File: config.mk
export PLATFORM = sky130hd
export DESIGN_NAME = simd_fpsu
export DESIGN_NICKNAME = d
export VERILOG_FILES = /design/src/fpsu_pkg.sv /design/src/compare_lane.sv /design/src/op_decode.sv /design/src/operand_forward.sv /design/src/simd_fpsu.sv /design/src/simd_lane.sv /design/src/wb_arbiter.sv
export SDC_FILE = /design/constraint.sdc
export NUM_CORES = 2
export LEC_CHECK = 0
export ABC_AREA = 0
export ABC_CLOCK_PERIOD_IN_PS = 3240
export BUFFER_PORTS_ARGS = -buffer_cell sky130_fd_sc_hd__buf_4
export CAP_MARGIN = 5
export CORE_MARGIN = 2
export CORE_UTILIZATION = 29
export CTS_BUF_LIST = sky130_fd_sc_hd__clkbuf_4 sky130_fd_sc_hd__clkbuf_8 sky130_fd_sc_hd__clkbuf_16
export DETAILED_ROUTE_END_ITERATION = 7
export SYNTH_ARGS = -nofsm -noshare
export SYNTH_HDL_FRONTEND = slang
export SYNTH_SLANG_ARGS = --single-unit
File: constraint.sdc
create_clock -name clk -period 3.24 [get_ports clk]
set_clock_uncertainty 0.05 [all_clocks]
set_input_delay 0.648 -clock clk [delete_from_list [all_inputs] [get_ports clk]]
set_output_delay 0.648 -clock clk [all_outputs]
set_load 0.05 [all_outputs]
File: src/fpsu_pkg.sv
// Shared widths, word types, function codes and the operation-class enum
// for the SIMD execution unit. Imported by every RTL module and the testbench.
package fpsu_pkg;

  localparam int WORD_W  = 68;
  localparam int HALF_W  = 33;
  localparam int TAG_W   = 2;
  localparam int DATA_W  = 2 * HALF_W;  // both packed halves, tag excluded
  localparam int NUM_BUS = 4;
  localparam int OP_W    = 13;
  localparam int FN_W    = 8;
  localparam int FLAG_W  = 6;

  typedef logic [WORD_W-1:0]  word_t;
  typedef logic [HALF_W-1:0]  half_t;
  typedef logic [TAG_W-1:0]   tag_t;
  typedef logic [OP_W-1:0]    opcode_t;
  typedef logic [FN_W-1:0]    fn_t;
  typedef logic [NUM_BUS-1:0] fwd_t;
  typedef logic [FLAG_W-1:0]  flags_t;

  localparam tag_t TAG_INT = 2'd1;

  // modifier bit positions in the opcode
  localparam int OP_MERGE_A = 8;
  localparam int OP_SWAP    = 9;
  localparam int OP_DUP     = 10;
  localparam int OP_REVERSE = 12;

  // logic group, low two bits pick the operation
  localparam fn_t FN_LOGIC = 8'h04;
  localparam fn_t FN_AND   = 8'h04;
  localparam fn_t FN_OR    = 8'h05;
  localparam fn_t FN_XOR   = 8'h06;
  localparam fn_t FN_ANDN  = 8'h07;
  localparam fn_t FN_ADD   = 8'h10;
  localparam fn_t FN_SUB   = 8'h11;
  localparam fn_t FN_PERM  = 8'h20;
  localparam fn_t FN_CMP   = 8'h30;

  // compare flag bit positions
  localparam int FLG_EQ  = 0;
  localparam int FLG_LTS = 1;
  localparam int FLG_LTU = 2;
  localparam int FLG_GTS = 3;
  localparam int FLG_GTU = 4;
  localparam int FLG_AZ  = 5;

  typedef enum logic [2:0] {
    CL_NONE,
    CL_LOGIC,
    CL_ADD,
    CL_SUB,
    CL_PERM,
    CL_CMP
  } op_class_t;

endpackage

File: src/compare_lane.sv
// Compare lane. Produces the six compare flags over the 66 data bits and a
// packed signed less-than mask per half, both one cycle after valid_in.
module compare_lane (
  input  logic             clk,
  input  logic             rst,
  input  logic             valid_in,
  input  fpsu_pkg::word_t  a,
  input  fpsu_pkg::word_t  b,
  output fpsu_pkg::word_t  result,
  output logic             result_valid,
  output fpsu_pkg::flags_t flags,
  output logic             flags_valid
);
  import fpsu_pkg::*;

  logic [DATA_W-1:0] a_data;
  logic [DATA_W-1:0] b_data;
  flags_t flg;
  half_t  mask_hi, mask_lo;
  logic   valid_q;

  assign a_data = a[DATA_W-1:0];
  assign b_data = b[DATA_W-1:0];

  always_comb begin
    flg          = '0;
    flg[FLG_EQ]  = a_data == b_data;
    flg[FLG_LTS] = $signed(a_data) < $signed(b_data);
    flg[FLG_LTU] = a_data < b_data;
    flg[FLG_GTS] = $signed(a_data) > $signed(b_data);
    flg[FLG_GTU] = a_data > b_data;
    flg[FLG_AZ]  = a_data == '0;
  end

  // all ones where a half is signed-less than b half
  assign mask_hi = {HALF_W{$signed(a[DATA_W-1:HALF_W]) < $signed(b[DATA_W-1:HALF_W])}};
  assign mask_lo = {HALF_W{$signed(a[HALF_W-1:0]) < $signed(b[HALF_W-1:0])}};

  always_ff @(posedge clk) begin
    if (rst) begin
      valid_q <= 1'b0;
    end else begin
      valid_q <= valid_in;
    end
  end

  always_ff @(posedge clk) begin
    result <= {TAG_INT, mask_hi, mask_lo};
    flags  <= flg;
  end

  assign result_valid = valid_q;
  assign flags_valid  = valid_q;

endmodule

File: src/op_decode.sv
// Issue stage decode. Registers the strobe and opcode and turns the function
// code into a lane class plus the modifier bits the packed lane needs.
// valid covers the packed lane classes, cmp_valid the compare lane.
module op_decode (
  input  logic                clk,
  input  logic                rst,
  input  logic                en,
  input  fpsu_pkg::opcode_t   op,
  output logic                valid,
  output logic                cmp_valid,
  output fpsu_pkg::op_class_t op_class,
  output logic [1:0]          logic_sel,
  output logic                merge_a,
  output logic                swap,
  output logic                dup,
  output logic                reverse
);
  import fpsu_pkg::*;

  fn_t       fn;
  op_class_t dec_class;

  assign fn = op[FN_W-1:0];

  always_comb begin
    dec_class = CL_NONE;
    if (fn[FN_W-1:2] == FN_LOGIC[FN_W-1:2]) begin
      dec_class = CL_LOGIC;
    end else begin
      case (fn)
        FN_ADD:  dec_class = CL_ADD;
        FN_SUB:  dec_class = CL_SUB;
        FN_PERM: dec_class = CL_PERM;
        FN_CMP:  dec_class = CL_CMP;
        default: dec_class = CL_NONE;  // unknown code, no result
      endcase
    end
  end

  always_ff @(posedge clk) begin
    if (rst) begin
      valid     <= 1'b0;
      cmp_valid <= 1'b0;
      op_class  <= CL_NONE;
    end else begin
      valid     <= en && dec_class != CL_NONE && dec_class != CL_CMP;
      cmp_valid <= en && dec_class == CL_CMP;
      op_class  <= dec_class;
    end
  end

  always_ff @(posedge clk) begin
    logic_sel <= fn[1:0];
    merge_a   <= op[OP_MERGE_A];
    swap      <= op[OP_SWAP];
    dup       <= op[OP_DUP];
    reverse   <= op[OP_REVERSE];
  end

endmodule

File: src/operand_forward.sv
// Source operand select for one operand of the SIMD unit.
// Picks the port value, a result bus of this cycle or a result bus of the
// cycle before, and registers the choice for the execution lanes.
module operand_forward (
  input  logic            clk,
  input  logic            rst,
  input  fpsu_pkg::word_t port_op,
  input  fpsu_pkg::fwd_t  fwd_now,
  input  fpsu_pkg::fwd_t  fwd_late,
  input  fpsu_pkg::word_t bus0,
  input  fpsu_pkg::word_t bus1,
  input  fpsu_pkg::word_t bus2,
  input  fpsu_pkg::word_t bus3,
  output fpsu_pkg::word_t operand
);
  import fpsu_pkg::*;

  word_t bus_now [NUM_BUS];
  word_t bus_q   [NUM_BUS];  // bus values one cycle back
  word_t sel;

  always_comb begin
    bus_now[0] = bus0;
    bus_now[1] = bus1;
    bus_now[2] = bus2;
    bus_now[3] = bus3;
  end

  always_ff @(posedge clk) begin
    bus_q <= bus_now;
  end

  // current-cycle select wins over late select
  always_comb begin
    sel = port_op;
    for (int k = 0; k < NUM_BUS; k++) begin
      if (fwd_late[k]) sel = bus_q[k];
    end
    for (int k = 0; k < NUM_BUS; k++) begin
      if (fwd_now[k]) sel = bus_now[k];
    end
  end

  always_ff @(posedge clk) begin
    if (rst) begin
      operand <= '0;
    end else begin
      operand <= sel;  // loads every cycle, en ignored
    end
  end

endmodule

File: src/simd_fpsu.sv
// Top of the SIMD execution unit: operand forwarding, decode, the packed and
// compare lanes, and the shared write-back arbiter. Results reach wb_data
// three cycles after issue, compare flags two cycles after issue.
module simd_fpsu (
  input  logic              clk,
  input  logic              rst,
  input  logic              en,
  input  fpsu_pkg::opcode_t op,
  input  fpsu_pkg::word_t   a,
  input  fpsu_pkg::word_t   b,
  input  fpsu_pkg::fwd_t    fwd_now_a,
  input  fpsu_pkg::fwd_t    fwd_late_a,
  input  fpsu_pkg::fwd_t    fwd_now_b,
  input  fpsu_pkg::fwd_t    fwd_late_b,
  input  fpsu_pkg::word_t   res_bus0,
  input  fpsu_pkg::word_t   res_bus1,
  input  fpsu_pkg::word_t   res_bus2,
  input  fpsu_pkg::word_t   res_bus3,
  input  logic [1:0]        alt_sel,
  input  fpsu_pkg::word_t   alt_data0,
  input  fpsu_pkg::word_t   alt_data1,
  output fpsu_pkg::word_t   wb_data,
  output logic              wb_valid,
  output fpsu_pkg::flags_t  flags,
  output logic              flags_valid
);
  import fpsu_pkg::*;

  word_t     opa, opb;
  logic      dec_valid, dec_cmp_valid;
  op_class_t dec_class;
  logic [1:0] dec_logic_sel;
  logic      dec_merge_a, dec_swap, dec_dup, dec_reverse;
  word_t     simd_result, cmp_result;
  logic      simd_valid, cmp_valid;

  operand_forward fwd_a (
    .clk(clk), .rst(rst), .port_op(a), .fwd_now(fwd_now_a), .fwd_late(fwd_late_a),
    .bus0(res_bus0), .bus1(res_bus1), .bus2(res_bus2), .bus3(res_bus3), .operand(opa)
  );

  operand_forward fwd_b (
    .clk(clk), .rst(rst), .port_op(b), .fwd_now(fwd_now_b), .fwd_late(fwd_late_b),
    .bus0(res_bus0), .bus1(res_bus1), .bus2(res_bus2), .bus3(res_bus3), .operand(opb)
  );

  op_decode decode (
    .clk(clk), .rst(rst), .en(en), .op(op), .valid(dec_valid), .cmp_valid(dec_cmp_valid),
    .op_class(dec_class), .logic_sel(dec_logic_sel), .merge_a(dec_merge_a),
    .swap(dec_swap), .dup(dec_dup), .reverse(dec_reverse)
  );

  simd_lane lane (
    .clk(clk), .rst(rst), .valid_in(dec_valid), .op_class(dec_class),
    .logic_sel(dec_logic_sel), .merge_a(dec_merge_a), .swap(dec_swap), .dup(dec_dup),
    .reverse(dec_reverse), .a(opa), .b(opb), .result(simd_result), .result_valid(simd_valid)
  );

  compare_lane cmp (
    .clk(clk), .rst(rst), .valid_in(dec_cmp_valid), .a(opa), .b(opb),
    .result(cmp_result), .result_valid(cmp_valid), .flags(flags), .flags_valid(flags_valid)
  );

  wb_arbiter arb (
    .clk(clk), .rst(rst), .alt_sel(alt_sel), .alt_data0(alt_data0), .alt_data1(alt_data1),
    .lane0_result(simd_result), .lane1_result(cmp_result),
    .lane0_valid(simd_valid), .lane1_valid(cmp_valid),
    .wb_data(wb_data), .wb_valid(wb_valid)
  );

endmodule

File: src/simd_lane.sv
// Packed execution lane for bitwise logic on the data bits, per-half add and
// subtract with 33-bit wrap, and half permutes. One cycle of latency, with the
// result tagged by the tag of operand a.
module simd_lane (
  input  logic                clk,
  input  logic                rst,
  input  logic                valid_in,
  input  fpsu_pkg::op_class_t op_class,
  input  logic [1:0]          logic_sel,
  input  logic                merge_a,
  input  logic                swap,
  input  logic                dup,
  input  logic                reverse,
  input  fpsu_pkg::word_t     a,
  input  fpsu_pkg::word_t     b,
  output fpsu_pkg::word_t     result,
  output logic                result_valid
);
  import fpsu_pkg::*;

  logic [DATA_W-1:0] a_data;
  logic [DATA_W-1:0] b_data;
  logic [DATA_W-1:0] res_data;
  half_t a_hi, a_lo, b_hi, b_lo;
  half_t p_hi, p_lo;

  assign a_data = a[DATA_W-1:0];
  assign b_data = b[DATA_W-1:0];
  assign a_hi   = a[DATA_W-1:HALF_W];
  assign a_lo   = a[HALF_W-1:0];
  assign b_hi   = b[DATA_W-1:HALF_W];
  assign b_lo   = b[HALF_W-1:0];

  // permute picks the halves, swaps them, then copies low up
  always_comb begin
    p_hi = merge_a ? a_hi : b_hi;
    p_lo = a_lo;
    if (swap) begin
      p_hi = a_lo;
      p_lo = merge_a ? a_hi : b_hi;
    end
    if (dup) p_hi = p_lo;
  end

  always_comb begin
    res_data = '0;
    case (op_class)
      CL_LOGIC: begin
        case (logic_sel)
          2'd0:    res_data = a_data & b_data;
          2'd1:    res_data = a_data | b_data;
          2'd2:    res_data = a_data ^ b_data;
          default: res_data = a_data & ~b_data;
        endcase
      end
      CL_ADD:  res_data = {half_t'(a_hi + b_hi), half_t'(a_lo + b_lo)};
      CL_SUB: begin
        if (reverse) res_data = {half_t'(b_hi - a_hi), half_t'(b_lo - a_lo)};
        else         res_data = {half_t'(a_hi - b_hi), half_t'(a_lo - b_lo)};
      end
      CL_PERM: res_data = {p_hi, p_lo};
      default: res_data = '0;  // compare and none carry no packed result
    endcase
  end

  always_ff @(posedge clk) begin
    if (rst) begin
      result_valid <= 1'b0;
    end else begin
      result_valid <= valid_in;
    end
  end

  always_ff @(posedge clk) begin
    result <= {a[WORD_W-1:DATA_W], res_data};
  end

endmodule

File: src/wb_arbiter.sv
// Write-back bus arbiter. Alternate data 1 beats alternate data 0, which
// beats the lane results; a losing lane result is dropped. Registered output.
module wb_arbiter (
  input  logic            clk,
  input  logic            rst,
  input  logic [1:0]      alt_sel,
  input  fpsu_pkg::word_t alt_data0,
  input  fpsu_pkg::word_t alt_data1,
  input  fpsu_pkg::word_t lane0_result,
  input  fpsu_pkg::word_t lane1_result,
  input  logic            lane0_valid,
  input  logic            lane1_valid,
  output fpsu_pkg::word_t wb_data,
  output logic            wb_valid
);
  import fpsu_pkg::*;

  word_t win;

  always_comb begin
    if (alt_sel[1])       win = alt_data1;
    else if (alt_sel[0])  win = alt_data0;
    else if (lane0_valid) win = lane0_result;
    else                  win = lane1_result;  // lanes never both valid
  end

  always_ff @(posedge clk) begin
    if (rst) begin
      wb_valid <= 1'b0;
    end else begin
      wb_valid <= |alt_sel || lane0_valid || lane1_valid;
    end
  end

  always_ff @(posedge clk) begin
    wb_data <= win;
  end

endmodule
==> impl_metrics.yaml <==
finish:
  layout-drive-gt1-share_pct: 26.80
  area_growth_pct: 46.33
  fin_area_sq_um: 59340
  fillerInstances: 13830
  mostFrequentLayoutCells: "1470 x buf_4, 613 x nand2_1, 583 x o21ai_0, 550 x dfxtp_1, 494 x a21oi_1"
  fin_nets: 7589
  final_common_cell: "buf_4"
  ff_latch_area_sq_um: 11310
  multi_input_area_sq_um: 27020
floorplanning:
  die_h_um: 377.9
  core-area_sq_um: 139200
  initial_utilization_pct: 29.13
  rows: 137
  dieArea_sq_um: 142800
  die_x_um: 377.9
  boundaryPins: 654
pwr:
  total_power_mw: 26.12
  ir_worst_vdd_uv: 389.4
  leakage_nw: 26.84
  cellPowerDensity_nw_per_um2: 440.1
critical_path:
  cp.arrival_ns: 3.79
  start_kind: "flop"
  path_cells: "inv_1, ha_1, and3_1, and3_1, and3_1, a2111oi_1, o2111ai_1, or3_1, o311ai_1, xor2_1, o21ai_0, buf_4"
  worstSetupPathType: "flop to flop"
  cp-end-kind: "flop"
  r2r_slack_ns: 0.01
  cp_max_fo: 4
  max_stage_delay_ns: 0.44
  critPathTopFamily: "simple AND/OR/NAND/NOR gates"
  required_ns: 3.80
  critPathMostFrequentCell: "and3_1"
  crit_slowest_cell: "or3_1"
  critPathBufInv: 2
placed_design:
  gp_congestion: 1.012
  place_hpwl_um: 165800
  port_buffers: 650
  placed_cell_area_sq_um: 52970
timing:
  fmax_mhz: 309.9
  worst_slew_pin_slew_ns: 1.380
  setup_tns_ns: 0
  drv_slew: 0
  fin_hold_ws_ns: 0.04768
  hold_violations: 0
  rsz0062_at_grt: "yes"
  final-setup-viol-count: 0
  fin_crit_sh_pct: 99.60
  slew_headroom_pct: 8.007
  finalCriticalPeriod_ns: 3.227
yosys:
  synthCells: 5268
  synth-warning-count: 0
  synth-edff-count: 0
  ys_seq_elements: 564
  synthArstFlopShare_pct: 0
  ys_seq_area_share_pct: 27.84
  syn_area_per_cell_sq_um: 7.698
  synth_area_sq_um: 40550
  ys_types: 89
  synthesis.nets: 6136
  synth_ff_type: "dfxtp_1"
global_routing:
  grt_start_max_net_pins: 90
  grtUsageTotal_pct: 28.19
  grt_pass1_vias: 44940
  grt_pass1_wl_um: 302000
  antenna_found_initial: 40
  grt-ovfl-total: 0
clocking:
  htreeDepth: 3
  cts.path.max_buffers: 3
  numCtsBuffers: 77
  cts_root_buf: "clkbuf_16"
  clk_transition_reported_paths_ns: 0.07
  cts_tree: "done"
  clkSinkCount: 564
  clk_latency_ns: 0.72
detailed_routing:
  avgViaCountPerCell: 5.404
  initialDrtViolationCount: 4618
  wl_um: 210000
  vias: 46940
  wire_per_inst_um: 24.17
  drc_errors: 0
  ant_nets: 0
  dr.pass1.iters: 6
job:
  maxCapViolCount: 0
worst_hold_path:
  hold_path.class: "input pin to flop"
run_status:
  status: "complete, no violations"
-- repair_timing --
item,CTS,global route
gates cloned,0,0
gates resized for setup,29,136
setup endpoints to repair,24,49
hold endpoints to repair,275,0
hold buffers,275,0
pin swaps,4,31
buffers inserted,2,8
-- worst paths after layout --
kind | to | start | cells after the start
setup reg to reg | lane.result[30] | fwd_b.operand[26] | 12
hold / removal | fwd_b.bus_q[271] | res_bus0[67] | 1
hold reg to reg | lane.result[67] | fwd_a.operand[67] | 0
setup / recovery | lane.result[30] | fwd_b.operand[26] | 12
-- per-stage QoR --
step	utilization, %	setup WS (ns)	instances
floorplan	-	0.3915	5268
global placement	38.06	-0.2239	8233
detailed placement	38.06	-0.1937	8233
CTS	42.13	0.003605	8651
global route	42.61	-0.1607	8676
finish	42.63	0.01297	8686
-- layout make-up --
class | count | area share [%]
Sequential cell | 564 | 19.07
Clock buffer | 97 | 3.656
Multi-Input combinational cell | 3939 | 45.54
Inverter | 358 | 2.271
Tap cell | 1876 | 3.956
Clock inverter | 44 | 1.012
Timing Repair Buffer | 1781 | 24.38
Antenna cell | 27 | 0.1139
-- worst register-to-register path: cells and delay by family, from the launching register on --
family          cells  cell delay, ns
compound gates      4            0.89
xor+xnor            1            0.17
fa+ha+maj           1            0.31
buf+inv             2            0.26
flops               1            0.41
simple gates        4            1.05
-- power by group --
group	leakage (nW)	total (mW)	internal, mW	switching [mW]
Clock	1.35	9.30	5.54	3.76
Sequential	4.72	7.67	7.39	0.282
Combinational	20.8	9.15	3.93	5.22
Total	26.8	26.1	16.9	9.26
-- state kept, by name (all words and copies together), names as in the netlist, 2 cells and up --
register	cells
fwd_b.operand	66
lane.result	68
cmp.result	2
decode.logic_sel	2
cmp.flags	6
fwd_b.bus_q	272
arb.wb_data	68
fwd_a.operand	68
decode.op_class	3
-- Yosys cell counts (86+ instances only) --
library cell	number	share of area, %
nor2_1	201	1.9
clkbuf_1	299	2.8
dfxtp_1	564	28
a221oi_1	204	4.4
mux2i_1	447	11
nand2b_1	145	2.2
ha_1	284	8.8
o21ai_0	601	7.4
nand2_1	614	5.7
inv_1	350	3.2
o31ai_1	86	1.6
a21oi_1	510	6.3
-- metal layers --
layer	part of all wire (%)	routed length (um)	GRT usage (%)	vias to the layer above
li1	-	-	-	21790
met1	45	94660	39.59	22270
met2	42	87150	41.98	2403
met3	9.0	18950	5.768	455
met4	4.3	9121	10.86	14
met5	0.041	86	0	-
-- cell families (layout without fill, tap and decap cells) --
group / count (synthesis) / in the layout / synth area share (%)
AO/OA/AOI/OAI: 1802 / 1802 / 27.61
XOR/XNOR: 127 / 127 / 2.743
adder cells (fa/ha/maj): 290 / 290 / 9.059
buffers and inverters: 765 / 2280 / 7.251
flip-flops: 564 / 564 / 27.84
multiplexers: 454 / 454 / 11.23
other: 0 / 27 / 0
AND/OR/NAND/NOR: 1266 / 1266 / 14.26
(Power assumes the default switching activity.)
